--- config.mk ---
export PLATFORM = sky130hd
export DESIGN_NAME = hit_lookup
export DESIGN_NICKNAME = d
export VERILOG_FILES = /design/src/design/cache_pkg.sv /design/src/design/hit_lookup.sv
export VERILOG_INCLUDE_DIRS = /design/src /design/src/design
export SDC_FILE = /design/constraint.sdc
export NUM_CORES = 1
export LEC_CHECK = 0
export BUFFER_PORTS_ARGS = -buffer_cell sky130_fd_sc_hd__buf_2
export CAP_MARGIN = 10
export CORE_MARGIN = 3
export CORE_UTILIZATION = 38
export DETAILED_ROUTE_END_ITERATION = 10
export GPL_TIMING_DRIVEN = 0
export PLACE_DENSITY = 0.95
export SLEW_MARGIN = 5
export SYNTH_ARGS = -nofsm -noshare
export SYNTH_HDL_FRONTEND = slang
export SYNTH_SLANG_ARGS = --single-unit
--- constraint.sdc ---
create_clock -name vclk -period 2.9
set_input_delay 0.29 -clock vclk [all_inputs]
set_output_delay 0.29 -clock vclk [all_outputs]
set_load 0.02 [all_outputs]
--- src/design/cache_macros.svh ---
`ifndef CACHE_MACROS_SVH
`define CACHE_MACROS_SVH

// ------------------------------
// cache geometry
// ------------------------------

// associativity
`define CACHE_WAYS 4
`define CACHE_WAY_BITS 2

// sets and set index
`define CACHE_SETS 16
`define CACHE_INDEX_BITS 4

// byte offset within a 128 bit line
`define CACHE_OFFSET_BITS 4

// datapath widths
`define CACHE_ADDR_BITS 32
`define CACHE_WORD_BITS 32
`define CACHE_LINE_BITS 128
`define CACHE_TAG_BITS 24

// protection domains, one policy entry each
`define CACHE_DOMAIN_BITS 2
`define CACHE_DOMAINS 4

`endif

--- src/design/cache_pkg.sv ---
`default_nettype none
`include "cache_macros.svh"

package cache_pkg;

  // one bit per way, used for fillmap and hitmap
  typedef logic [`CACHE_WAYS-1:0] way_mask_t;

  // cpu side request, held stable until ready
  typedef struct packed {
    logic                          valid;
    logic                          rw;
    logic [`CACHE_DOMAIN_BITS-1:0] domain;
    logic [`CACHE_ADDR_BITS-1:0]   addr;
    logic [`CACHE_WORD_BITS-1:0]   data;
  } cpu_req_t;

  // ready is a single cycle pulse
  typedef struct packed {
    logic                        ready;
    logic [`CACHE_WORD_BITS-1:0] data;
  } cpu_res_t;

  // rw high means write-back of a dirty line
  typedef struct packed {
    logic                        valid;
    logic                        rw;
    logic [`CACHE_ADDR_BITS-1:0] addr;
    logic [`CACHE_LINE_BITS-1:0] data;
  } mem_req_t;

  typedef struct packed {
    logic                        ready;
    logic [`CACHE_LINE_BITS-1:0] data;
  } mem_rsp_t;

  // per way tag entry, owner is the domain that first filled it
  typedef struct packed {
    logic                          valid;
    logic                          dirty;
    logic [`CACHE_DOMAIN_BITS-1:0] owner;
    logic [`CACHE_TAG_BITS-1:0]    tag;
  } tag_entry_t;

  // policy table write port
  typedef struct packed {
    logic                          we;
    logic [`CACHE_DOMAIN_BITS-1:0] domain;
    way_mask_t                     fillmap;
    way_mask_t                     hitmap;
  } policy_cfg_t;

  typedef enum logic [1:0] {
    st_idle,
    st_compare,
    st_allocate,
    st_write_back
  } ctrl_state_e;

endpackage

`default_nettype wire

--- src/design/hit_lookup.sv ---
`timescale 1ns/1ps
`default_nettype none
`include "cache_macros.svh"

module hit_lookup (
  input  var cache_pkg::tag_entry_t [`CACHE_WAYS-1:0]  tags,
  input  wire [`CACHE_TAG_BITS-1:0]                    req_tag,
  input  var cache_pkg::way_mask_t                     hitmap,
  output logic                                         hit,
  output logic [`CACHE_WAY_BITS-1:0]                   hit_way
);
  import cache_pkg::*;

  // ways that match and are visible to the domain
  way_mask_t match;

  always_comb begin
    for (int w = 0; w < `CACHE_WAYS; w++) begin
      // copies in ways outside the hitmap stay invisible
      match[w] = tags[w].valid && (tags[w].tag == req_tag) && hitmap[w];
    end
  end

  assign hit = |match;

  // priority encode, lowest matching way wins
  always_comb begin
    hit_way = '0;
    for (int w = `CACHE_WAYS - 1; w >= 0; w--) begin
      if (match[w]) begin
        hit_way = w[`CACHE_WAY_BITS-1:0];
      end
    end
  end

endmodule

`default_nettype wire

==> results.md <==
- Hold buffers post-CTS: 0
- Wirelength, routed: 4400 µm
- Final setup viols: 0
- Rows: 20
- WL/cell: 14.0 µm
- HPWL after DPL: 4160 µm
- Final non-filler cell total: 314
- Commonest non-fill, non-tap cell in the layout: buf_2
- WS Path Type: primary input to output port
- Worst-path maximum fanout: 4
- Area occupied by registers: 0 µm²
- Final instance area: 1870 µm²
- Synth Area per Inst: 8.02 µm²
- Syn Nets: 295
- Area growth syn-to-layout: 50.8%
- Number of port buffers: 115
- Seq cells: 0
- First-pass GRT wire length: 6790 µm
- Slew Viols, Final: 0
- CP Launch Type: primary input
- Setup_tns: 0 ns
- Crit path DAT: 2.22 ns
- Initial antenna violation count: 0
- Period utilization: 0.867
- Worst IR drop on VDD: 0.0854 mV
- RSZ-0062 raised after global routing: false
- Largest net degree at the start of global routing: 5
- Die area: 3990 µm²
- Vias in the first global route: 1585
- Ratio of cells with drive above 1 in the final layout: 0.478
- Starting Density: 0.404
- WP data required: 2.61 ns
- Total Routing Usage GR: 0.211
- Placed inst area: 1870 µm²
- Status: finished, final reports clean
- PwrDens: 146 nW/µm²
- Mapped Area: 1240 µm²
- Most frequent cells in the layout: 119 x buf_2, 85 x xnor2_1, 18 x nand4_1
- Worst Hold Class: primary input to output port
- Die extent in x: 63.2 µm
- Top area cells in the synthesized netlist: xnor2_1 60%, nand4_1 9.1%, xor2_1 5.6%, buf_6 4.5%, nand3_1 3.2%
- GPL Wtd Cong: 0.825
- Layout fillers: 301
- Dpl cells: 314
- Final Core Density: 0.609
- Area fraction of the dominant cell type after synthesis: 0.599
- Vias per inst: 4.78
- Ys Warns: 0
- P_leak: 0.783 nW
- Sequential element share of the synthesized area: 0
- Final nets: 412
- Pwr Total: 0.000273 W
- Slew Limit Headroom: 0.701
- Cell taking the most area after synthesis: xnor2_1
- Total setup buffers inserted after CTS: 0
- Post-Syn Instances: 155
- Clkbuf count: 0
- Max-cap viol count: 0
- Antenna cell count: 0
- Initial DRC count: 16
- Min Tclk post-route: 2.51 ns
- Fmax: 398 MHz
- Post_cts resized: 0
- Hold Fails Final Rpt: 0
- DRT Pass-1 Iters: 4
- Total number of vias: 1501
- Least-Margin Pin Slew: 0.445 ns
- Grt total ovfl: 0
- IO Count: 143
- DRC violations left: 0
- CP endpoint kind: output port
- Core region area: 3080 µm²
- Distinct cells, synth: 19
- Die height: 63.2 µm
- Final ANT Viol Nets: 0
[cell type report]
cell class,count,area [µm²],area share
multi-input cells,139,1140,0.607
repair buffers,115,576,0.307
plain buffers,16,105,0.0561
well taps,44,55.1,0.0294
[path summary, 6_finish.rpt]
path / slack, ns / end / cells past startpoint / from
max: 0.39 / hit / 7 / req_tag[19]
min: 1.13 / hit_way[1] / 6 / tags[111]
[stage by stage]
stage	hold WS, ns	setup slack (ns)
after floorplan	0.884	0.469
after global placement	1.12	0.402
after detailed placement	1.13	0.392
after CTS	1.13	0.384
after global routing	1.18	0.238
final	1.13	0.386
[Yosys cell counts]
cell      instances
nor3_1            1
nor4_1            5
nand4b_1          1
nand3_1           8
a21oi_1           1
or3_1             1
buf_2             4
xor2_1            8
xnor2_4           1
nand2_1           2
a211oi_1          1
o311ai_0          1
nand4_1          18
clkbuf_2          2
buf_6             5
xnor2_2           2
xnor2_1          85
or4_1             4
clkbuf_1          5
[critical path: stages]
cell and delay (ns):
clkbuf_1 0.28, xnor2_1 0.17, nand4_1 0.11, or4_1 0.56
nor4_1 0.47, nand4b_1 0.17, buf_2 0.17
[logic make-up (layout without fill, tap and decap cells)]
kind of cell / Yosys count / after routing / synth area share
compound gates: 3 / 3 / 0.0171
simple gates: 40 / 40 / 0.194
xor+xnor: 96 / 96 / 0.704
buf+inv: 16 / 131 / 0.0846
[power by group]
| part | total (W) | leakage (nW) | internal (W) | switching [W] |
|---|---|---|---|---|
| Clock | 0 | 0 | 0 | 0 |
| Sequential | 0 | 0 | 0 | 0 |
| Combinational | 0.000273 | 0.783 | 0.000159 | 0.000114 |
[metal layers]
layer  vias up  track usage  part of all wire
li1        754            -                 -
met3         6       0.0357             0.086
met2        77        0.408              0.52
met5         -            0                 0
met4         0       0.0323             0.015
met1       664        0.243              0.38
Note: power is estimated with default switching activity, not from simulation.
