File: config.mk
export PLATFORM = sky130hd
export DESIGN_NAME = victim_select
export DESIGN_NICKNAME = d
export VERILOG_FILES = /design/src/design/cache_pkg.sv /design/src/design/victim_select.sv
export VERILOG_INCLUDE_DIRS = /design/src /design/src/design
export SDC_FILE = /design/constraint.sdc
export NUM_CORES = 1
export LEC_CHECK = 0
export CAP_MARGIN = 20
export CORE_AREA = 2 2 49 51
export DETAILED_ROUTE_END_ITERATION = 7
export DIE_AREA = 0 0 51 53
export DONT_BUFFER_PORTS = 1
export SETUP_SLACK_MARGIN = 0.2
export SYNTH_ARGS = -nofsm -noshare
export SYNTH_HDL_FRONTEND = slang
export SYNTH_SLANG_ARGS = --single-unit
File: constraint.sdc
create_clock -name vclk -period 3.95
set_input_delay 0.395 -clock vclk [all_inputs]
set_output_delay 0.395 -clock vclk [all_outputs]
set_load 0.01 [all_outputs]
File: src/design/cache_macros.svh
`ifndef CACHE_MACROS_SVH
`define CACHE_MACROS_SVH

// ------------------------------
// cache geometry
// ------------------------------

// associativity
`define CACHE_WAYS 4
`define CACHE_WAY_BITS 2

// sets and set index
`define CACHE_SETS 16
`define CACHE_INDEX_BITS 4

// byte offset within a 128 bit line
`define CACHE_OFFSET_BITS 4

// datapath widths
`define CACHE_ADDR_BITS 32
`define CACHE_WORD_BITS 32
`define CACHE_LINE_BITS 128
`define CACHE_TAG_BITS 24

// protection domains, one policy entry each
`define CACHE_DOMAIN_BITS 2
`define CACHE_DOMAINS 4

`endif

File: src/design/cache_pkg.sv
`default_nettype none
`include "cache_macros.svh"

package cache_pkg;

  // one bit per way, used for fillmap and hitmap
  typedef logic [`CACHE_WAYS-1:0] way_mask_t;

  // cpu side request, held stable until ready
  typedef struct packed {
    logic                          valid;
    logic                          rw;
    logic [`CACHE_DOMAIN_BITS-1:0] domain;
    logic [`CACHE_ADDR_BITS-1:0]   addr;
    logic [`CACHE_WORD_BITS-1:0]   data;
  } cpu_req_t;

  // ready is a single cycle pulse
  typedef struct packed {
    logic                        ready;
    logic [`CACHE_WORD_BITS-1:0] data;
  } cpu_res_t;

  // rw high means write-back of a dirty line
  typedef struct packed {
    logic                        valid;
    logic                        rw;
    logic [`CACHE_ADDR_BITS-1:0] addr;
    logic [`CACHE_LINE_BITS-1:0] data;
  } mem_req_t;

  typedef struct packed {
    logic                        ready;
    logic [`CACHE_LINE_BITS-1:0] data;
  } mem_rsp_t;

  // per way tag entry, owner is the domain that first filled it
  typedef struct packed {
    logic                          valid;
    logic                          dirty;
    logic [`CACHE_DOMAIN_BITS-1:0] owner;
    logic [`CACHE_TAG_BITS-1:0]    tag;
  } tag_entry_t;

  // policy table write port
  typedef struct packed {
    logic                          we;
    logic [`CACHE_DOMAIN_BITS-1:0] domain;
    way_mask_t                     fillmap;
    way_mask_t                     hitmap;
  } policy_cfg_t;

  typedef enum logic [1:0] {
    st_idle,
    st_compare,
    st_allocate,
    st_write_back
  } ctrl_state_e;

endpackage

`default_nettype wire

File: src/design/victim_select.sv
`timescale 1ns/1ps
`default_nettype none
`include "cache_macros.svh"

module victim_select (
  input  var cache_pkg::tag_entry_t [`CACHE_WAYS-1:0]  tags,
  input  wire [`CACHE_WAYS-1:0][`CACHE_WAY_BITS-1:0]   ages,
  input  var cache_pkg::way_mask_t                     fillmap,
  output logic [`CACHE_WAY_BITS-1:0]                   victim_way,
  output logic                                         victim_dirty
);
  import cache_pkg::*;

  // invalid ways the domain may fill
  way_mask_t                  free_ways;
  logic [`CACHE_WAY_BITS-1:0] free_way;
  // oldest way inside the fillmap
  logic [`CACHE_WAY_BITS-1:0] old_way;
  logic [`CACHE_WAY_BITS-1:0] old_age;
  logic                       seen;

  // ------------------------------
  // first choice, lowest invalid way
  // ------------------------------

  always_comb begin
    free_way = '0;
    for (int w = 0; w < `CACHE_WAYS; w++) begin
      free_ways[w] = fillmap[w] && !tags[w].valid;
    end
    for (int w = `CACHE_WAYS - 1; w >= 0; w--) begin
      if (free_ways[w]) begin
        free_way = w[`CACHE_WAY_BITS-1:0];
      end
    end
  end

  // ------------------------------
  // second choice, oldest way
  // ------------------------------

  always_comb begin
    old_way = '0;
    old_age = '0;
    seen    = 1'b0;
    for (int w = 0; w < `CACHE_WAYS; w++) begin
      // first fillmap way seeds the search, so a single way still wins
      // strict compare keeps the lower way on ties
      if (fillmap[w] && (!seen || ages[w] > old_age)) begin
        seen    = 1'b1;
        old_age = ages[w];
        old_way = w[`CACHE_WAY_BITS-1:0];
      end
    end
  end

  assign victim_way   = (|free_ways) ? free_way : old_way;

  // a valid dirty victim needs a write-back before the refill
  assign victim_dirty = tags[victim_way].valid && tags[victim_way].dirty;

endmodule

`default_nettype wire

==> results.sh <==
export IMPL_diodes=0
export IMPL_drive_gt1_share_pct=64.4
export IMPL_antenna_found_initial=0
export IMPL_die_h_um=53
export IMPL_die_width_um=51
export IMPL_grt_overflow=0
export IMPL_end_kind="primary output"
export IMPL_combPwrFrac_pct=100.0
export IMPL_muxShareOfSynthArea_pct=16.5
export IMPL_p_clk_share_pct=0
export IMPL_regArea_um2=0
export IMPL_route_detailed_wl_per_inst_um=11.7
export IMPL_syn_avg_cell_area_um2=8.04
export IMPL_design_core_area_um2=2150
export IMPL_place_congestion=0.695
export IMPL_n_fill_cell=215
export IMPL_antenna_left=0
export IMPL_finalSetupViolCount=2
export IMPL_pre_cts_slack_ps=-293
export IMPL_grt_pass1_wl_um=1840
export IMPL_avgViaCountPerCell=4.42
export IMPL_yosysSeqAreaShare_pct=0
export IMPL_place_hpwl_um=900
export IMPL_cp_max_fo=2
export IMPL_grt_setup_unrepaired="true"
export IMPL_drtIter0Drc=3
export IMPL_dieArea_um2=2700
export IMPL_startpoint_type="primary input"
export IMPL_vias=446
export IMPL_synth_fa_ha_area_share_pct=19.0
export IMPL_critPathRequiredTime_ps=3560
export IMPL_synth_xor_area_share_pct=0
export IMPL_drtPass1Iterations=4
export IMPL_violations="setup timing"
export IMPL_synth_cell_types=23
export IMPL_worstPathArrival_ps=3660
export IMPL_multi_input_area_um2=495
export IMPL_grt_use_total_pct=8.96
export IMPL_finalNetCount=205
export IMPL_grt_max_degree=9
export IMPL_rows=17
export IMPL_worstSetupPathType="in2out"
export IMPL_io_pins=127
export IMPL_ir_worst_vdd_uv=66.8
export IMPL_area_growth_pct=87.9
export IMPL_syn_num_nets=179
export IMPL_worstMarginPinSlew_ps=302
export IMPL_hold_class="in2out"
export IMPL_postPlaceCellArea_um2=567
export IMPL_p_sw_uw=50.1
export IMPL_synth_compound_area_share_pct=31.7
export IMPL_design_seq_count=0
export IMPL_synth_warnings=0
export IMPL_final_max_slew_viol_count=0
export IMPL_p_sw_share_pct=36.1
export IMPL_drc=0
export IMPL_fin_ws_ps=-106
export IMPL_synthesis_area_um2=394
export IMPL_maxSlewHeadroom_pct=79.8
export IMPL_synth_simple_area_share_pct=27.9
export IMPL_hold_violations=0
export IMPL_n_clock_buffer=0
export IMPL_fin_area_um2=741
export IMPL_p_int_uw=88.7
export IMPL_finalCritPeriodShare_pct=103
export IMPL_routed_wl_um=1180
export IMPL_start_util_pct=18.3
export IMPL_cap_violations=0
export IMPL_status="finished with violations"
export IMPL_postCtsHoldBufs=0
export IMPL_seq_power_share_pct=0
export IMPL_netlist_instances=49
export IMPL_synth_top_family_by_area="compound AO/OA/AOI/OAI gates"
export IMPL_hold_depth=3
export IMPL_p_leak_uw=0.000336
export IMPL_min_delay_start="tags[83]"
export IMPL_min_period_ps=4060
export IMPL_power_per_cell_area_nw_per_um2=187
export IMPL_clock_fmax_ghz=0.247
export IMPL_io_buffer_count=0
export IMPL_grt_pass1_vias=446
export IMPL_hold_end="victim_dirty"
[power groups by stage]
stage	sequential, µW	combinational [µW]	clock [µW]
2_1_floorplan	0	67.3	0
3_3_place_gp	0	86.6	0
3_5_place_dp	0	88.8	0
4_1_cts	0	135	0
5_1_grt	0	151	0
6_report	0	139	0
[cell usage after synthesis]
cell type | count | area share [%]
nor3b_2 | 1 | 3.2
ha_1 | 6 | 19
and2b_1 | 1 | 1.9
o21a_1 | 1 | 1.9
mux2_2 | 4 | 11
nor2b_1 | 3 | 4.8
o211ai_1 | 2 | 3.8
and2_2 | 1 | 1.9
a41oi_4 | 1 | 7.0
nand2b_1 | 2 | 3.2
a221oi_1 | 1 | 2.2
nand2_1 | 8 | 7.6
nor2_1 | 2 | 1.9
a2bb2oi_1 | 1 | 2.2
o31ai_1 | 1 | 1.9
nor2b_2 | 1 | 2.2
a21o_2 | 1 | 2.2
o311ai_4 | 1 | 6.7
a21oi_1 | 2 | 2.5
mux2i_1 | 2 | 5.1
inv_1 | 5 | 4.8
nand3_1 | 1 | 1.3
o21ai_1 | 1 | 1.3
[what timing repair did]
action	4_1_cts	5_1_grt
endpoints found under the setup margin	3	3
pin swaps	12	2
setup buffers	18	0
resized for setup	8	1
[routing by layer]
| layer | up-vias | track usage (%) | share of wire [%] |
|---|---|---|---|
| li1 | 226 | - | - |
| met1 | 202 | 9.93 | 39 |
| met2 | 18 | 18.0 | 52 |
| met3 | 0 | 2.26 | 8.9 |
| met4 | 0 | 0 | 0 |
| met5 | - | 0 | 0 |
[layout by cell type, fill, tap and decap left out, types with 2 or more instances in the layout]
master / netlist / final
ha_1: 6 / 2
nand2_1: 8 / 6
nor2_1: 2 / 2
buf_4: 0 / 21
mux2_4: 0 / 4
o211ai_1: 2 / 2
ha_4: 0 / 4
inv_1: 5 / 5
nor2b_4: 0 / 2
buf_6: 0 / 3
nand2b_1: 2 / 2
mux2i_1: 2 / 2
[worst max path at each step]
stage / from / endpoint / slack, ps / cells past startpoint
2_1_floorplan: fillmap[0] / victim_dirty / -190 / 17
3_3_place_gp: fillmap[0] / victim_dirty / -240 / 17
3_5_place_dp: fillmap[0] / victim_dirty / -290 / 17
4_1_cts: ages[1] / victim_dirty / -130 / 18
5_1_grt: ages[0] / victim_dirty / -270 / 18
6_report: ages[1] / victim_dirty / -110 / 24
[kinds of logic (layout without fill, tap and decap cells)]
family / after synthesis / count (layout)
buffers and inverters: 5 / 29
AND/OR/NAND/NOR: 20 / 20
multiplexers: 6 / 6
AO/OA/AOI/OAI: 12 / 12
adder cells (fa/ha/maj): 6 / 6
[area by class of cell]
class	instances	share of cell area, %
inverter	5	2.53
multi-input combinational	44	66.9
tap	28	4.73
timing repair buffer	24	25.8
[critical path: stages]
cell and delay (ps):
nand2_8 40, ha_4 260, nor2b_4 130, o21ai_2 70, buf_4 130, buf_4 120
buf_4 120, buf_4 130, buf_4 130, buf_4 120, buf_4 120, buf_4 110
buf_4 120, buf_4 120, buf_4 110, buf_4 120, buf_4 120, buf_4 120
buf_4 120, buf_4 120, buf_4 120, a221oi_2 220, o21a_1 180, mux2_4 320
[through the flow]
step           utilization, %  cells  setup TNS [ps]  hold WS [ps]  total power [µW]
6_report                 34.5    101            -126          1120               139
5_1_grt                  34.5    101            -508          1160               151
4_1_cts                  34.2    101            -177          1130               135
3_5_place_dp             26.4     83            -613          1130              88.8
3_3_place_gp             26.4     83            -475          1120              86.6
2_1_floorplan               -     49            -192           988              67.3
(Power assumes the default switching activity.)
