$ cat config.mk
export PLATFORM = sky130hd
export DESIGN_NAME = dawg_policy_regs
export DESIGN_NICKNAME = d
export VERILOG_FILES = /design/src/design/cache_pkg.sv /design/src/design/dawg_policy_regs.sv
export VERILOG_INCLUDE_DIRS = /design/src /design/src/design
export SDC_FILE = /design/constraint.sdc
export NUM_CORES = 1
export LEC_CHECK = 0
export ABC_CLOCK_PERIOD_IN_PS = 2100
export BUFFER_PORTS_ARGS = -buffer_cell sky130_fd_sc_hd__buf_2
export CAP_MARGIN = 20
export CELL_PAD_IN_SITES_DETAIL_PLACEMENT = 0
export CELL_PAD_IN_SITES_GLOBAL_PLACEMENT = 1
export CORE_MARGIN = 2
export CORE_UTILIZATION = 30
export CTS_CLUSTER_DIAMETER = 60
export DETAILED_ROUTE_END_ITERATION = 8
export PLACE_DENSITY = 0.56
export SYNTH_ARGS = -nofsm -noshare
export SYNTH_HDL_FRONTEND = slang
export SYNTH_SLANG_ARGS = --single-unit
$ cat constraint.sdc
create_clock -name clk -period 2.1 [get_ports clk]
set_clock_uncertainty 0.2 [all_clocks]
set_input_delay 0.105 -clock clk [delete_from_list [all_inputs] [get_ports clk]]
set_output_delay 0.105 -clock clk [all_outputs]
set_load 0.05 [all_outputs]
$ cat src/design/cache_macros.svh
`ifndef CACHE_MACROS_SVH
`define CACHE_MACROS_SVH

// ------------------------------
// cache geometry
// ------------------------------

// associativity
`define CACHE_WAYS 4
`define CACHE_WAY_BITS 2

// sets and set index
`define CACHE_SETS 16
`define CACHE_INDEX_BITS 4

// byte offset within a 128 bit line
`define CACHE_OFFSET_BITS 4

// datapath widths
`define CACHE_ADDR_BITS 32
`define CACHE_WORD_BITS 32
`define CACHE_LINE_BITS 128
`define CACHE_TAG_BITS 24

// protection domains, one policy entry each
`define CACHE_DOMAIN_BITS 2
`define CACHE_DOMAINS 4

`endif

$ cat src/design/cache_pkg.sv
`default_nettype none
`include "cache_macros.svh"

package cache_pkg;

  // one bit per way, used for fillmap and hitmap
  typedef logic [`CACHE_WAYS-1:0] way_mask_t;

  // cpu side request, held stable until ready
  typedef struct packed {
    logic                          valid;
    logic                          rw;
    logic [`CACHE_DOMAIN_BITS-1:0] domain;
    logic [`CACHE_ADDR_BITS-1:0]   addr;
    logic [`CACHE_WORD_BITS-1:0]   data;
  } cpu_req_t;

  // ready is a single cycle pulse
  typedef struct packed {
    logic                        ready;
    logic [`CACHE_WORD_BITS-1:0] data;
  } cpu_res_t;

  // rw high means write-back of a dirty line
  typedef struct packed {
    logic                        valid;
    logic                        rw;
    logic [`CACHE_ADDR_BITS-1:0] addr;
    logic [`CACHE_LINE_BITS-1:0] data;
  } mem_req_t;

  typedef struct packed {
    logic                        ready;
    logic [`CACHE_LINE_BITS-1:0] data;
  } mem_rsp_t;

  // per way tag entry, owner is the domain that first filled it
  typedef struct packed {
    logic                          valid;
    logic                          dirty;
    logic [`CACHE_DOMAIN_BITS-1:0] owner;
    logic [`CACHE_TAG_BITS-1:0]    tag;
  } tag_entry_t;

  // policy table write port
  typedef struct packed {
    logic                          we;
    logic [`CACHE_DOMAIN_BITS-1:0] domain;
    way_mask_t                     fillmap;
    way_mask_t                     hitmap;
  } policy_cfg_t;

  typedef enum logic [1:0] {
    st_idle,
    st_compare,
    st_allocate,
    st_write_back
  } ctrl_state_e;

endpackage

`default_nettype wire

$ cat src/design/dawg_policy_regs.sv
`timescale 1ns/1ps
`default_nettype none
`include "cache_macros.svh"

module dawg_policy_regs (
  input  wire                           clk,
  input  wire                           rst,
  input  var cache_pkg::policy_cfg_t    cfg,
  input  wire [`CACHE_DOMAIN_BITS-1:0]  domain,
  output cache_pkg::way_mask_t          fillmap,
  output cache_pkg::way_mask_t          hitmap
);
  import cache_pkg::*;

  // one mask pair per protection domain
  way_mask_t fill_q [`CACHE_DOMAINS];
  way_mask_t hit_q  [`CACHE_DOMAINS];

  // ------------------------------
  // policy table
  // ------------------------------

  // all masks zero out of reset, so nothing may fill until configured
  always_ff @(posedge clk) begin
    if (rst) begin
      for (int d = 0; d < `CACHE_DOMAINS; d++) begin
        fill_q[d] <= '0;
        hit_q[d]  <= '0;
      end
    end else if (cfg.we) begin
      fill_q[cfg.domain] <= cfg.fillmap;
      hit_q[cfg.domain]  <= cfg.hitmap;
    end
  end

  // masks of the requesting domain
  assign fillmap = fill_q[domain];
  assign hitmap  = hit_q[domain];

endmodule

`default_nettype wire

==> results of run 1 <==
==> cell type report <==
cell class | count | area, um^2
clock inverter | 2 | 7.51
tap | 54 | 67.6
clock buffer | 5 | 68.8
timing repair buffer | 31 | 198
multi-input combinational | 50 | 477
fill | 462 | 2910
inverter | 1 | 3.75
sequential | 32 | 961
==> layout by cell type (no fill, tap or decap) <==
cell type | synthesis | final
a21o_1 | 1 | 1
a31o_2 | 2 | 2
and2_1 | 32 | 32
and2b_1 | 1 | 1
and4bb_1 | 2 | 2
buf_2 | 0 | 22
buf_4 | 0 | 1
clkbuf_8 | 0 | 5
clkinv_1 | 0 | 2
dlygate4sd3_1 | 0 | 8
edfxtp_1 | 32 | 32
inv_1 | 1 | 1
mux4_2 | 8 | 8
nand2_1 | 1 | 1
nor2_1 | 1 | 1
nor4b_4 | 1 | 1
o21bai_1 | 1 | 1
==> metrics by stage <==
| stage | cell area, um^2 | instances | hold WS, ns | total power [mW] |
|---|---|---|---|---|
| 4_1_cts | 1780 | 175 | 0.191 | 1.42 |
| 3_3_place_gp | 1630 | 160 | 0.210 | 0.982 |
| 3_5_place_dp | 1630 | 160 | 0.221 | 0.984 |
| 6_report | 1780 | 175 | 0.198 | 1.41 |
| 2_1_floorplan | 1460 | 85 | 0.103 | 0.920 |
| 5_1_grt | 1780 | 175 | 0.215 | 1.46 |
==> registers in the layout, indices dropped and copies added (netlist names) <==
register and flops:
fill_q 16, hit_q 16
==> worst max-delay path, stage by stage (launching register included) <==
cell	delay (ns)
edfxtp_1	0.37
mux4_2	0.48
buf_2	0.23
==> power groups by stage <==
stage | combinational [mW] | sequential (mW) | clock [mW]
after floorplan | 0.146 | 0.774 | 0
after global placement | 0.204 | 0.778 | 0
after detailed placement | 0.205 | 0.780 | 0
after CTS | 0.217 | 0.766 | 0.437
after global routing | 0.226 | 0.770 | 0.461
final | 0.213 | 0.765 | 0.432
==> cells by family after synthesis <==
group                  after synthesis
AND/OR/NAND/NOR                     38
flip-flops                          32
multiplexers                         8
AO/OA/AOI/OAI                        4
buffers and inverters                3
==> worst max-delay path by stage <==
stage            endpoint  depth (start not counted)
2_1_floorplan  fillmap[0]                          1
3_3_place_gp    hitmap[2]                          3
3_5_place_dp   fillmap[2]                          3
4_1_cts         hitmap[0]                          2
5_1_grt         hitmap[0]                          2
6_report        hitmap[0]                          2
==> routing by layer <==
layer	routed length, um	vias up	GRT usage
li1	-	393	-
met1	1350	388	0.145
met2	1240	26	0.176
met3	172	2	0.0466
met5	0	-	0
met4	25	0	0.0242
==> repair_timing <==
| action | CTS | global route |
|---|---|---|
| hold endpoints to repair | 32 | 0 |
| endpoints found under the setup margin | 0 | 0 |
| hold buffers | 8 | 0 |
==> run_results.csv, run 1 <==
group,metric,value,unit
hold_path,min_delay_worst_endpoint,"fill_q[0][2]",
synth,synth_commonest_cells,"32 x and2_1, 32 x edfxtp_1, 8 x mux4_2",
synth,synth_flop_cell,"edfxtp_1",
clocking,tritoncts,"done",
drt,routed_wl,2.79,mm
global_route,grt_pass1_vias,810,
critical_path,critPathRequiredTime,1.79,ns
synth,synth_top_family_by_area,"simple AND/OR/NAND/NOR gates",
power_and_ir_drop,powerDensity,791,nW/um^2
drt,detail_route.iter0.violations,68,
die,core.rowCount,25,
sta,worst_slack,0.438,ns
die,die-width,73.7,um
sta,setup_violations,0,
critical_path,crit_arrival,1.36,ns
job,cap_violations,0,
drt,vias_per_cell,4.62,
clocking,numCtsBuffers,5,
synth,synthMuxAreaShare,0.124,
synth,yosys.cell_types.count,14,
synth,synth-xor-area-share,0,
synth,synth_top_area_cell,"edfxtp_1",
synth,synthSimpleGateAreaFrac,0.181,
place,dpl.hpwl,1.78,mm
sta,fmax,602,MHz
critical_path,end_kind,"output port",
finish,utilization,0.380,
synth,ys_top_cells_by_area,"edfxtp_1 66%, and2_1 14%, mux4_2 12%",
critical_path,critPathLaunchType,"flop",
clocking,cts_resized,0,
synth,async_flop_share,0,
sta,max_slew_margin,0.654,
global_route,grt_pass1_wl,4.16,mm
synth,synth-seq-cells,32,
sta,fin_crit_sh,0.791,
clocking,cts.clk_slew.worst_paths,0.07,ns
sta,tns,0,ns
clocking,cts.htree.levels,2,
synth,syn_area,1460,um^2
hold_path,min_from,"cfg[9]",
sta,grt_setup_unrepaired,"false",
clocking,cts_sinks,32,
power_and_ir_drop,p_int,1.05,mW
synth,synth_enable_flop_cells,32,
sta,worst_slew_pin_slew,0.517,ns
global_route,gr-usage-all-layers,0.112,
place,portBuffers,22,
hold_path,whs_path_depth,3,
sta,report.final.slew_viol_count,0,
finish,nets,136,
synth,synth_top_area_share,0.659,
synth,syn_inst,85,
global_route,grt_remaining_overflow,0,
finish,drive_gt1_frac,0.322,
power_and_ir_drop,p_switching,0.361,mW
drt,drc,0,
clocking,cts_root_buf,"clkbuf_8",
clocking,postCtsSetupRepairBufs,0,
place,detailedPlace.worstSlack,0.609,ns
global_route,grt_max_degree,10,
die,die_area,5430,um^2
power_and_ir_drop,p_comb_frac,0.151,
die,core_area,4690,um^2
place,gp_congestion,0.650,
drt,detail_route.first_pass.iterations,4,
finish,antenna_cells,0,
die,die_height,73.7,um
drt,avgRoutedWirePerCell,15.9,um
outcome,status,"complete, no violations",
global_route,antenna_found_initial,0,
synth,synth_adder_area_share,0,
power_and_ir_drop,p_leak,0.676,nW
clocking,clock_path_buffers,2,
synth,syn_nets,100,
hold_path,hp-class,"primary input to flop",
critical_path,cp-startpoint,"hit_q[3][0]",
power_and_ir_drop,seqPwrFrac,0.542,
sta,min_period,1.66,ns
synth,synth_compound_area_frac,0.0223,
synth,ys_seq_area_frac,0.659,
critical_path,worstSetupPathType,"flop to output port",
critical_path,critPathMaxFanout,1,
power_and_ir_drop,p_clk_frac,0.306,
die,initial_utilization,0.311,
power_and_ir_drop,swShare,0.256,
drt,antenna_left,0,
die,io_pins,23,
sta,hold_viol,0,
synth,syn_area_per_cell,17.1,um^2
synth,yosys_warnings,0,
power_and_ir_drop,peakVddDrop,337,uV
finish,area_delta_synth_final,22.3,%
drt,vias,809,
No activity file was read; power rests on OpenSTA's default activity.
==> run 2, diff against run 1 <==
Settings changed: ABC_CLOCK_PERIOD_IN_PS 2100 to 1300, PLACE_DENSITY 0.56 to 0.58.
Clock period 2.1 ns to 1.3 ns, I/O delays scaled along.
==> run 2 against run 1 <==
  * Routed wire length rose by 5.7%
  * Critical path depth did not move
  * The run now ends with negative setup slack left
  * Global-route usage rose by 1.2 points
  * Highest routed layer unchanged
==> run_results.csv, run 2 (same netlist as run 1, synthesis figures left out) <==
group,metric,value,unit
outcome,status,"finished, violations left",
outcome,violations,"negative setup slack",
die,initial_utilization,0.311,
drt,detail_route.iter0.violations,79,
hold_path,min_from,"rst",
clocking,postCtsSetupRepairBufs,0,
sta,report.final.slew_viol_count,0,
die,die_area,5430,um^2
sta,min_period,1.57,ns
sta,setup_violations,8,
critical_path,cpLargestDelayFamily,"multiplexers",
clocking,tritoncts,"done",
critical_path,crit_arrival,1.31,ns
clocking,cts_sinks,32,
power_and_ir_drop,p_clk_frac,0.301,
critical_path,crit_chain,"mux4_2 -> buf_6",
die,die_height,73.7,um
global_route,gr-usage-all-layers,0.124,
clocking,clock_path_buffers,2,
finish,mostFrequentLayoutCells,"32 x and2_1, 32 x edfxtp_1, 14 x buf_2",
power_and_ir_drop,p_switching,0.595,mW
die,core.rowCount,25,
hold_path,min_delay_worst_endpoint,"fill_q[0][1]",
sta,tns,-2.07,ns
power_and_ir_drop,p_leak,0.718,nW
drt,vias_per_cell,4.74,
clocking,cts.clk_slew.worst_paths,0.06,ns
finish,area_delta_synth_final,29.1,%
sta,max_slew_margin,0.761,
sta,fin_crit_sh,1.21,
critical_path,cp_slowest_cell,"mux4_2",
place,portBuffers,22,
place,dpl.hpwl,1.86,mm
die,io_pins,23,
clocking,numCtsBuffers,5,
power_and_ir_drop,p_comb_frac,0.175,
finish,drive_gt1_frac,0.347,
global_route,grt_max_degree,10,
drt,detail_route.first_pass.iterations,4,
global_route,grt_pass1_vias,835,
global_route,grt_remaining_overflow,0,
sta,hold_viol,0,
hold_path,whs_path_depth,3,
finish,reg.largest.list,"fill_q (16), hit_q (16)",
sta,fmax,635,MHz
drt,routed_wl,2.95,mm
power_and_ir_drop,seqPwrFrac,0.525,
clocking,cts_root_buf,"clkbuf_8",
global_route,antenna_found_initial,0,
power_and_ir_drop,swShare,0.253,
power_and_ir_drop,finalPower,2.36,mW
sta,worst_slew_pin_slew,0.358,ns
die,core_area,4690,um^2
clocking,cts.htree.levels,2,
power_and_ir_drop,p_int,1.76,mW
critical_path,critPathRequiredTime,1.03,ns
critical_path,worstSetupPathType,"flop to output port",
power_and_ir_drop,peakVddDrop,519,uV
critical_path,cp_num_buf_inv,1,
drt,vias,844,
drt,avgRoutedWirePerCell,16.6,um
die,die-width,73.7,um
drt,antenna_left,0,
place,gp_congestion,0.670,
sta,grt_setup_unrepaired,"true",
finish,antenna_cells,0,
critical_path,critPathMaxFanout,1,
drt,drc,0,
global_route,grt_pass1_wl,4.44,mm
job,cap_violations,0,
sta,worst_slack,-0.274,ns
critical_path,slowest_delay,0.49,ns
power_and_ir_drop,powerDensity,1250,nW/um^2
hold_path,hp-class,"primary input to flop",
critical_path,critPathLaunchType,"flop",
finish,nets,139,
critical_path,end_kind,"output port",
-- run 2: changes by cell type in the layout (fill, tap and decap cells not counted) --
cell,change
buf_2,-8
buf_6,+8
buf_12,+2
clkinv_1,-2
buf_4,+1
clkbuf_1,+1
clkinv_2,+1
-- run 2: power by group through the flow --
stage	logic [mW]	clock network (mW)	registers, mW
floorplan	0.236	0	1.25
global placement	0.346	0	1.26
detailed placement	0.351	0	1.26
CTS	0.416	0.724	1.24
global route	0.435	0.778	1.24
finish	0.411	0.708	1.24
-- run 2: final cells by class --
class                      instances  area, um^2
clock buffer                       6        72.6
clock inverter                     1        5.00
fill                             460        2810
inverter                           1        3.75
multi-input combinational         50         477
sequential                        32         961
tap                               54        67.6
timing repair buffer              34         295
-- run 2: worst max path at each step --
stage / from / end / cells past startpoint
after global routing: fill_q[3][0] / fillmap[0] / 2
after floorplan: fill_q[3][0] / fillmap[0] / 1
after global placement: fill_q[0][0] / fillmap[0] / 2
after CTS: fill_q[3][0] / fillmap[0] / 2
after detailed placement: fill_q[3][0] / fillmap[0] / 2
final: fill_q[2][0] / fillmap[0] / 2
-- run 2: repair_timing --
action,4_1_cts,5_1_grt
gates resized for setup,16,0
endpoints found under the hold margin,32,0
setup endpoints to repair,8,8
hold buffers,8,0
-- run 2: per-stage QoR --
stage	area [um^2]	utilization	setup slack, ns	instances	hold WS [ns]
2_1_floorplan	1460	-	0.0761	85	0.0632
3_3_place_gp	1670	0.357	-0.00719	163	0.171
3_5_place_dp	1670	0.357	-0.0203	163	0.179
4_1_cts	1880	0.401	-0.291	178	0.153
5_1_grt	1880	0.401	-0.315	178	0.173
6_report	1880	0.401	-0.274	178	0.161
-- run 2: metal layers --
metal	global-route usage	up-vias	share of wire	routed length, um
li1	-	398	-	-
met5	0	-	0	0
met3	0.0453	6	0.089	261
met4	0.0424	0	0.014	42
met1	0.164	406	0.44	1300
met2	0.187	34	0.46	1350
