### src/design/cache_macros.svh
`ifndef CACHE_MACROS_SVH
`define CACHE_MACROS_SVH

// ------------------------------
// cache geometry
// ------------------------------

// associativity
`define CACHE_WAYS 4
`define CACHE_WAY_BITS 2

// sets and set index
`define CACHE_SETS 16
`define CACHE_INDEX_BITS 4

// byte offset within a 128 bit line
`define CACHE_OFFSET_BITS 4

// datapath widths
`define CACHE_ADDR_BITS 32
`define CACHE_WORD_BITS 32
`define CACHE_LINE_BITS 128
`define CACHE_TAG_BITS 24

// protection domains, one policy entry each
`define CACHE_DOMAIN_BITS 2
`define CACHE_DOMAINS 4

`endif

### src/design/cache_pkg.sv
`default_nettype none
`include "cache_macros.svh"

package cache_pkg;

  // one bit per way, used for fillmap and hitmap
  typedef logic [`CACHE_WAYS-1:0] way_mask_t;

  // cpu side request, held stable until ready
  typedef struct packed {
    logic                          valid;
    logic                          rw;
    logic [`CACHE_DOMAIN_BITS-1:0] domain;
    logic [`CACHE_ADDR_BITS-1:0]   addr;
    logic [`CACHE_WORD_BITS-1:0]   data;
  } cpu_req_t;

  // ready is a single cycle pulse
  typedef struct packed {
    logic                        ready;
    logic [`CACHE_WORD_BITS-1:0] data;
  } cpu_res_t;

  // rw high means write-back of a dirty line
  typedef struct packed {
    logic                        valid;
    logic                        rw;
    logic [`CACHE_ADDR_BITS-1:0] addr;
    logic [`CACHE_LINE_BITS-1:0] data;
  } mem_req_t;

  typedef struct packed {
    logic                        ready;
    logic [`CACHE_LINE_BITS-1:0] data;
  } mem_rsp_t;

  // per way tag entry, owner is the domain that first filled it
  typedef struct packed {
    logic                          valid;
    logic                          dirty;
    logic [`CACHE_DOMAIN_BITS-1:0] owner;
    logic [`CACHE_TAG_BITS-1:0]    tag;
  } tag_entry_t;

  // policy table write port
  typedef struct packed {
    logic                          we;
    logic [`CACHE_DOMAIN_BITS-1:0] domain;
    way_mask_t                     fillmap;
    way_mask_t                     hitmap;
  } policy_cfg_t;

  typedef enum logic [1:0] {
    st_idle,
    st_compare,
    st_allocate,
    st_write_back
  } ctrl_state_e;

endpackage

`default_nettype wire

### src/design/cache_ctrl.sv
`timescale 1ns/1ps
`default_nettype none
`include "cache_macros.svh"

module cache_ctrl (
  input  wire                                            clk,
  input  wire                                            rst,
  input  var cache_pkg::cpu_req_t                        cpu_req,
  output cache_pkg::cpu_res_t                            cpu_res,
  output cache_pkg::mem_req_t                            mem_req,
  input  var cache_pkg::mem_rsp_t                        mem_rsp,
  input  wire                                            hit,
  input  wire [`CACHE_WAY_BITS-1:0]                      hit_way,
  input  wire [`CACHE_WAY_BITS-1:0]                      victim_way,
  input  wire                                            victim_dirty,
  input  var cache_pkg::tag_entry_t [`CACHE_WAYS-1:0]    tags,
  input  wire [`CACHE_WAYS-1:0][`CACHE_LINE_BITS-1:0]    lines,
  output logic [`CACHE_WAY_BITS-1:0]                     way,
  output logic                                           tag_we,
  output cache_pkg::tag_entry_t                          tag_wdata,
  output logic                                           data_we,
  output logic [`CACHE_LINE_BITS-1:0]                    line_wdata,
  output logic                                           lru_touch,
  output logic [`CACHE_INDEX_BITS-1:0]                   index
);
  import cache_pkg::*;

  ctrl_state_e                   state_q;
  ctrl_state_e                   state_d;
  // way chosen on a miss, held through write_back and allocate
  logic [`CACHE_WAY_BITS-1:0]    way_q;
  // victim line address, the tag entry is overwritten before the write-back
  logic [`CACHE_ADDR_BITS-1:0]   wb_addr_q;

  logic [`CACHE_TAG_BITS-1:0]    req_tag;
  logic [`CACHE_OFFSET_BITS-3:0] word_sel;
  logic [`CACHE_ADDR_BITS-1:0]   line_addr;
  logic [`CACHE_ADDR_BITS-1:0]   victim_addr;
  logic [`CACHE_LINE_BITS-1:0]   sel_line;
  logic [`CACHE_LINE_BITS-1:0]   merged_line;

  // ------------------------------
  // address decode
  // ------------------------------

  assign req_tag   = cpu_req.addr[`CACHE_ADDR_BITS-1 -: `CACHE_TAG_BITS];
  assign index     = cpu_req.addr[`CACHE_OFFSET_BITS +: `CACHE_INDEX_BITS];
  // word within the line, addr bits 3:2
  assign word_sel  = cpu_req.addr[`CACHE_OFFSET_BITS-1:2];
  assign line_addr = {cpu_req.addr[`CACHE_ADDR_BITS-1:`CACHE_OFFSET_BITS],
                      {`CACHE_OFFSET_BITS{1'b0}}};
  // victim tag with the request index
  assign victim_addr = {tags[victim_way].tag, index, {`CACHE_OFFSET_BITS{1'b0}}};

  // hit way or victim in compare, registered way afterwards
  assign way      = (state_q == st_compare) ? (hit ? hit_way : victim_way) : way_q;
  assign sel_line = lines[way];

  // write hit merges the cpu word into the selected line
  always_comb begin
    merged_line = sel_line;
    merged_line[word_sel*`CACHE_WORD_BITS +: `CACHE_WORD_BITS] = cpu_req.data;
  end

  // ------------------------------
  // fsm
  // ------------------------------

  always_comb begin
    state_d       = state_q;
    cpu_res.ready = 1'b0;
    cpu_res.data  = sel_line[word_sel*`CACHE_WORD_BITS +: `CACHE_WORD_BITS];
    mem_req.valid = 1'b0;
    mem_req.rw    = 1'b0;
    mem_req.addr  = line_addr;
    // victim line on write-back, otherwise just stable
    mem_req.data  = sel_line;
    tag_we        = 1'b0;
    tag_wdata     = tags[way];
    data_we       = 1'b0;
    line_wdata    = merged_line;
    lru_touch     = 1'b0;
    case (state_q)
      st_idle: begin
        if (cpu_req.valid) begin
          state_d = st_compare;
        end
      end
      st_compare: begin
        // store drops the touch when the way lies outside the fillmap
        lru_touch = 1'b1;
        if (hit) begin
          cpu_res.ready = 1'b1;
          state_d       = st_idle;
          if (cpu_req.rw) begin
            tag_we          = 1'b1;
            data_we         = 1'b1;
            tag_wdata.dirty = 1'b1;
          end
        end else begin
          // claim the victim way with the new tag now
          tag_we          = 1'b1;
          tag_wdata.valid = 1'b1;
          tag_wdata.dirty = cpu_req.rw;
          tag_wdata.tag   = req_tag;
          // an empty way gets the requester as owner
          if (!tags[victim_way].valid) begin
            tag_wdata.owner = cpu_req.domain;
          end
          mem_req.valid = 1'b1;
          if (victim_dirty) begin
            mem_req.rw   = 1'b1;
            mem_req.addr = victim_addr;
            state_d      = st_write_back;
          end else begin
            state_d = st_allocate;
          end
        end
      end
      st_write_back: begin
        mem_req.valid = 1'b1;
        mem_req.rw    = 1'b1;
        mem_req.addr  = wb_addr_q;
        if (mem_rsp.ready) begin
          state_d = st_allocate;
        end
      end
      st_allocate: begin
        mem_req.valid = 1'b1;
        line_wdata    = mem_rsp.data;
        // refill then retry the compare, which now hits
        if (mem_rsp.ready) begin
          data_we = 1'b1;
          state_d = st_compare;
        end
      end
      default: begin
        state_d = st_idle;
      end
    endcase
  end

  always_ff @(posedge clk) begin
    if (rst) begin
      state_q <= st_idle;
    end else begin
      state_q <= state_d;
    end
  end

  // capture the miss target in the compare cycle
  always_ff @(posedge clk) begin
    if (state_q == st_compare && !hit) begin
      way_q     <= victim_way;
      wb_addr_q <= victim_addr;
    end
  end

endmodule

`default_nettype wire

### config.mk
export PLATFORM = sky130hd
export DESIGN_NAME = cache_ctrl
export DESIGN_NICKNAME = d
export VERILOG_FILES = /design/src/design/cache_pkg.sv /design/src/design/cache_ctrl.sv
export VERILOG_INCLUDE_DIRS = /design/src /design/src/design
export SDC_FILE = /design/constraint.sdc
export NUM_CORES = 1
export LEC_CHECK = 0
export BUFFER_PORTS_ARGS = -buffer_cell sky130_fd_sc_hd__buf_4
export CORE_AREA = 3 3 459 461
export DETAILED_ROUTE_END_ITERATION = 7
export DIE_AREA = 0 0 462 464
export GPL_ROUTABILITY_DRIVEN = 0
export SYNTH_ARGS = -nofsm -noshare
export SYNTH_HDL_FRONTEND = slang
export SYNTH_SLANG_ARGS = --single-unit
### constraint.sdc
create_clock -name clk -period 3.28 [get_ports clk]
set_clock_uncertainty 0.05 [all_clocks]
set_input_delay 0.164 -clock clk [delete_from_list [all_inputs] [get_ports clk]]
set_output_delay 0.164 -clock clk [all_outputs]
set_load 0.03 [all_outputs]
==> key figures, run 1 <==
Worst setup path
  – Most common cell on crit path: buf_6
  – R2R Path End: state_q[0]
  – R2r worst-path depth: 6
  – Data arrival, critical path: 3.06 ns
  – WS Path Type: reg -> out
  – Crit path required time: 3.07 ns
  – Crit. Startpoint: state_q[1]
  – CP startpoint kind: flip-flop
  – Worst path top cell family by delay: compound AO/OA/AOI/OAI gates
  – Critical R2R Launch: state_q[1]
  – Peak fanout along the critical path: 8
  – Worst path max stage delay: 0.60 ns
  – Setup crit end: line_wdata[117]
  – Crit end category: output port
  – Crit-path slowest cell: mux4_2
  – Cells along the critical path: inv_2 -> ha_4 -> nor2_4 -> a21o_4 -> buf_12 -> buf_16 -> mux4_2 -> buf_6 -> o21ai_4 -> o21a_1 -> buf_6
  – Reg2Reg Setup Slack: approximately 1.1 ns
  – Worst path depth: 11
  – CP bufs+invs: 5

Clocking
  – Clock Latency Late Sink: a little over 0.3 ns
  – Worst-path clk slew: 0.07 ns
  – Clk sinks: 32
  – CTS Root Buffer Type: clkbuf_16
  – CTS buffer count: 5
  – Maximum clock path buffer count: 2
  – CTS tree: yes
  – H-tree lvl count: 2

Routing
  – Drt total wl: between 200000 and 250000 um
  – DRC viols: 0
  – DRT Pass-1 Iters: 6
  – Vias: approximately 22000
  – WL per Instance: between 40 and 50 um
  – DRT iter0 DRCs: between 2000 and 2500
  – Vias per Instance: between 3 and 4
  – Detail Route Antenna Nets: 0

Yosys
  – Average size of a mapped cell: roughly 9.4 sq um
  – Post-synthesis adder-cell area fraction: less than 1%
  – Largest family of logic cells by synthesized area: multiplexers
  – Post-synth EDFFs: 30
  – Compound-Gate Fraction of Synth Area: approximately a fifth
  – Multiplexer share of the synthesized area: about three fifths
  – Mapped Cells: roughly 1700
  – Synth Register Bits: 32
  – Post-synth ARST share: 0%
  – Fraction of the mapped netlist area in simple logic gates: 3.73%
  – Synth Area in XOR/XNOR: 0%
  – Part of the Yosys area used for sequential elements: 5.89%
  – Main synth FF type: edfxtp_1
  – Post-synth cell types: 35
  – Cell Area, Synth: 16000 sq um
  – Synth warn: 0

Global route
  – GR Overflow Total: 0
  – Global-route wire length before repair: between 200000 and 300000 um
  – Initial antenna violation count: between 200 and 250
  – Largest net degree at the start of global routing: 57
  – GRT Util Overall: a little over a fifth
  – Vias in the first global route: 21900

Floorplan
  – Core Area: 207000 sq um
  – Die X: 462 um
  – Starting Density: roughly 7.7%
  – Die ar.: 214000 sq um
  – I/O pins: between 1000 and 1500
  – Row cnt: between 150 and 200
  – Die height: 464 um

Timing
  – Final hold violations: 0
  – Period utilisation layout: 99.8%
  – Crit path time final: between 3 and 4 ns
  – Achievable Freq: 305 MHz
  – Final setup vio count: 0
  – RSZ-0062 raised after global routing: true
  – Max-slew violations: 0
  – Worst slew pin tran: between 1 and 1.5 ns
  – Max_slew headroom: approximately 27%

Cells and area
  – Final core utilization: ~15%
  – Synthesis-to-layout area growth: 90.4%
  – Nets: roughly 3800
  – Most frequent cells in the layout: 1322 x buf_4, 513 x mux2i_1, 180 x mux4_2
  – Commonest non-fill, non-tap cell in the layout: buf_4
  – Fraction of layout cells with a size suffix above 1: 58.6%

Pwr
  – Power per cell area: between 400 and 500 nW/um^2
  – Total power: between 15 and 20 mW
  – Max VDD drop: between 0.2 and 0.25 mV
  – Leakage: roughly 14 nW

Min path
  – Min-delay worst type: in -> reg
  – Worst hold stages: 1

Placement
  – Dpl hpwl: 221000 um
  – Buffers on Ports: between 1000 and 1500

Flow run
  – Max cap viols: 0

Run status
  – Status: finished clean
==> what timing repair did <==
action	4_1_cts	5_1_grt
endpoints found under the setup margin	53	41
pin swaps	3	6
gates resized for setup	60	27
cloned	1	2
hold buffers	1	0
endpoints found under the hold margin	2	0
buffers inserted	18	19
==> cell usage after synthesis (3+ instances only) <==
master / n / area share [%]
buf_2: 29 / 0.91
a221oi_2: 32 / 3.0
nand2b_1: 3 / 0.12
buf_6: 6 / 0.42
nand2_1: 120 / 2.8
mux2i_1: 513 / 32
buf_4: 35 / 1.6
a22o_1: 37 / 2.0
a21oi_1: 102 / 3.2
and2_1: 3 / 0.12
edfxtp_1: 30 / 5.6
a221o_1: 24 / 1.5
mux2_2: 30 / 2.1
mux4_2: 180 / 25
buf_1: 5 / 0.12
nor2_1: 12 / 0.28
a211oi_1: 4 / 0.19
o2bb2ai_1: 27 / 1.5
nor2b_1: 5 / 0.20
clkbuf_1: 118 / 2.8
ha_1: 10 / 0.78
o21a_1: 101 / 4.7
inv_1: 137 / 3.2
a21boi_0: 25 / 1.2
o21ai_1: 102 / 3.2
==> stage by stage <==
step | instance area (sq um) | hold slack [ns] | setup slack, ns | setup TNS [ns] | std cells
6_report | 30400 | 0.0168 | 0.00534 | 0 | 5699
5_1_grt | 30300 | 0.00811 | -0.0215 | -0.116 | 5657
4_1_cts | 29900 | 0.00203 | 0.0135 | 0 | 5595
3_5_place_dp | 29200 | 0.304 | -0.215 | -0.821 | 5567
3_3_place_gp | 29200 | 0.292 | -0.179 | -0.538 | 5567
2_1_floorplan | 16000 | 0.186 | 0.375 | 0 | 1707
==> power breakdown <==
part	switching, mW	total, mW	internal [mW]
clock	0.242	0.522	0.280
combinational	9.05	14.1	5.04
sequential	0.0143	0.507	0.493
total	9.31	15.1	5.82
==> how the worst min path moves through the flow <==
| stage | startpoint | to |
|---|---|---|
| after floorplan | rst | state_q[1] |
| after global placement | rst | state_q[1] |
| after detailed placement | rst | state_q[0] |
| after CTS | cpu_req[37] | wb_addr_q[5] |
| after global routing | cpu_req[37] | wb_addr_q[5] |
| final | cpu_req[37] | wb_addr_q[5] |
==> cell type report <==
class / instances / area (sq um)
antenna: 83 / 208
clock buffer: 5 / 125
clock inverter: 3 / 18.8
fill: 23500 / 176000
inverter: 138 / 523
multi-input combinational: 1344 / 14100
sequential: 32 / 946
tap: 2704 / 3380
timing repair buffer: 1390 / 11200
==> kinds of logic after synthesis <==
logic type	count (synthesis)
other cells	1
compound gates	459
simple gates	147
buf+inv	331
mux	724
flops	32
fa+ha+maj	10
==> metal layers <==
layer,track usage (%),vias up,share of wire (%)
li1,-,9159,-
met1,23.0,11000,37
met2,34.2,1585,44
met4,7.47,174,4.5
met5,0,-,0.48
met3,13.0,468,14
==> registers in the layout (all words and copies together), names as in the netlist <==
register / cells
wb_addr_q: 28
state_q: 2
way_q: 2
==> worst register-to-register path: stages, from the launching register on <==
cell      delay [ns]
dfxtp_2         0.34
inv_2           0.05
ha_4            0.17
buf_4           0.30
nor2_4          0.86
a211oi_1        0.12
a211oi_1        0.24
(Power assumes the default switching activity.)
==> run 2: changes to the inputs <==
Settings changed: SETUP_SLACK_MARGIN set to 0.1.
==> key figures, run 2 (synthesis results as in run 1) <==
Run status
  – Status: finished clean

Timing
  – Final hold violations: 0 (unchanged)
  – Crit path time final: 3.25 ns (-0.0232 ns)
  – Final hold slack: 0.0166 ns (-0.000168 ns)
  – Achievable Freq: 308 MHz (+0.71%)
  – Setup ws final: 0.0286 ns (+0.0232 ns)
  – Final setup vio count: 0 (unchanged)
  – Worst slew pin tran: 1.12 ns (+0.0294 ns)
  – Setup tns final: 0 ns (unchanged)
  – Max-slew violations: 0 (unchanged)
  – RSZ-0062 raised after global routing: true
  – Max_slew headroom: 25.0% (-2.0 points)
  – Period utilisation layout: 99.1% (-0.71 points)

Global route
  – Initial antenna violation count: 230 (-0.86%)
  – GRT Util Overall: 21.5% (+0.18 points)
  – GR Overflow Total: 0 (unchanged)
  – Largest net degree at the start of global routing: 57 (unchanged)
  – Vias in the first global route: 22000 (+0.68%)
  – Global-route wire length before repair: 288000 um (+0.83%)

Pwr
  – Sequential power share: 3.2% (-0.2 points)
  – Internal power: 6.17 mW (+6.1%)
  – Combinational Power Share: 93.4% (+0.2 points)
  – Power per cell area: 499 nW/um^2 (+0.47%)
  – Clock network power share: 3.4% (about the same)
  – Switching pwr: 9.47 mW (+1.7%)
  – Max VDD drop: 0.219 mV (about the same)
  – Sw frac: 60.5% (-1.0 points)
  – Leakage: 14.2 nW (+2.8%)

Floorplan
  – I/O pins: 1189 (unchanged)
  – Row cnt: 167 (unchanged)
  – Core Area: 207000 sq um (unchanged)
  – Starting Density: 7.73% (unchanged)
  – Die ar.: 214000 sq um (unchanged)
  – Die X: 462 um (unchanged)
  – Die height: 464 um (unchanged)

Min path
  – Min-delay worst type: in -> reg

Routing
  – Drt total wl: 244000 um (+0.77%)
  – Vias: 22400 (+0.31%)
  – DRT Pass-1 Iters: 5 (-1)
  – WL per Instance: 42.8 um (+0.56%)
  – Detail Route Antenna Nets: 0 (unchanged)
  – DRT iter0 DRCs: 1896 (-7.9%)
  – Vias per Instance: 3.93 (about the same)
  – DRC viols: 0 (unchanged)

Worst setup path
  – Data arrival, critical path: 3.04 ns (-0.02 ns)
  – WS Path Type: reg -> out
  – Peak fanout along the critical path: 8 (unchanged)
  – Crit end category: output port
  – CP startpoint kind: flip-flop
  – Crit path required time: 3.07 ns (about the same)

Clocking
  – Clk sinks: 32 (unchanged)
  – Worst-path clk slew: 0.07 ns (about the same)
  – Clock Latency Late Sink: 0.31 ns (about the same)
  – CTS tree: yes
  – CTS Root Buffer Type: clkbuf_16
  – CTS buffer count: 5 (unchanged)
  – Maximum clock path buffer count: 2 (unchanged)
  – H-tree lvl count: 2 (unchanged)

Cells and area
  – Synthesis-to-layout area growth: 96.0%
  – Fraction of layout cells with a size suffix above 1: 60.1% (+1.5 points)
  – Nets: 3773 (+0.61%)
  – Most frequent cells in the layout: 1275 x buf_4, 513 x mux2i_1, 180 x mux4_2
  – Commonest non-fill, non-tap cell in the layout: buf_4
  – Largest Register: wb_addr_q
  – Largest regs: wb_addr_q x28, state_q x2, way_q x2
  – Max reg flops: 28 (unchanged)

Placement
  – Dpl hpwl: 221000 um (unchanged)
  – Buffers on Ports: 1182 (unchanged)
  – Place WS: -0.215 ns (unchanged)

Flow run
  – Max cap viols: 0 (unchanged)
run 2: changes by cell type in the layout (fill, tap and decap cells not counted), sizes merged:
| cell | previous run | this run |
|---|---|---|
| clkinvlp | 2 | 3 |
| inv | 138 | 137 |
| buf | 1387 | 1408 |
| bufbuf | 0 | 2 |
| diode | 83 | 72 |
run 2: timing repair:
item                                    CTS  global route
cloned                                    2             2
endpoints found under the setup margin   96            75
hold endpoints to repair                  2             0
hold buffers                              1             0
pin swaps                                10            26
setup buffers                            40            21
resized for setup                       118            89
run 2: metal layers:
metal	global-route usage (%)	part of all wire (%)	up-vias
met2	35.0	45	1576
met3	13.2	14	485
li1	-	-	9204
met5	0	0.49	-
met4	6.74	4.5	182
met1	23.0	36	11000
run 2: path summary, 6_finish.rpt:
kind,end,slack [ns],depth (start not counted),start
hold / removal,wb_addr_q[5],0.02,1,cpu_req[37]
setup / recovery,cpu_res[10],0.03,11,state_q[1]
hold reg to reg,state_q[0],0.72,3,state_q[0]
setup reg to reg,state_q[1],1.04,8,state_q[0]
run 2: final cells by class:
type | instances | area, sq um
tap | 2704 | 3380
sequential | 32 | 946
multi-input combinational | 1344 | 14300
timing repair buffer | 1413 | 11800
clock buffer | 5 | 125
inverter | 138 | 527
antenna | 72 | 180
fill | 23400 | 176000
clock inverter | 3 | 18.8
run 2: power by group through the flow:
stage	Clock [mW]	Combinational [mW]	Sequential, mW
detailed placement	0	13.9	0.514
global route	0.555	15.2	0.509
floorplan	0	6.14	0.510
finish	0.528	14.6	0.506
global placement	0	13.8	0.513
CTS	0.540	14.6	0.505
run 2: stage by stage:
stage | util [%] | total power, mW | std cells | cell area, sq um
2_1_floorplan | - | 6.65 | 1707 | 16000
3_3_place_gp | 14.1 | 14.3 | 5567 | 29200
3_5_place_dp | 14.1 | 14.4 | 5567 | 29200
4_1_cts | 14.7 | 15.6 | 5617 | 30500
5_1_grt | 15.1 | 16.3 | 5679 | 31200
6_report | 15.1 | 15.6 | 5711 | 31300
run 2: worst max-delay path, stage by stage, from the launching register on:
cell	delay, ns
dfxtp_2	0.34
inv_2	0.05
ha_4	0.17
nor2_4	0.08
a21o_4	0.16
buf_12	0.19
buf_12	0.14
clkbuf_16	0.15
mux4_2	0.65
a22o_2	0.33
a221oi_2	0.19
buf_4	0.20
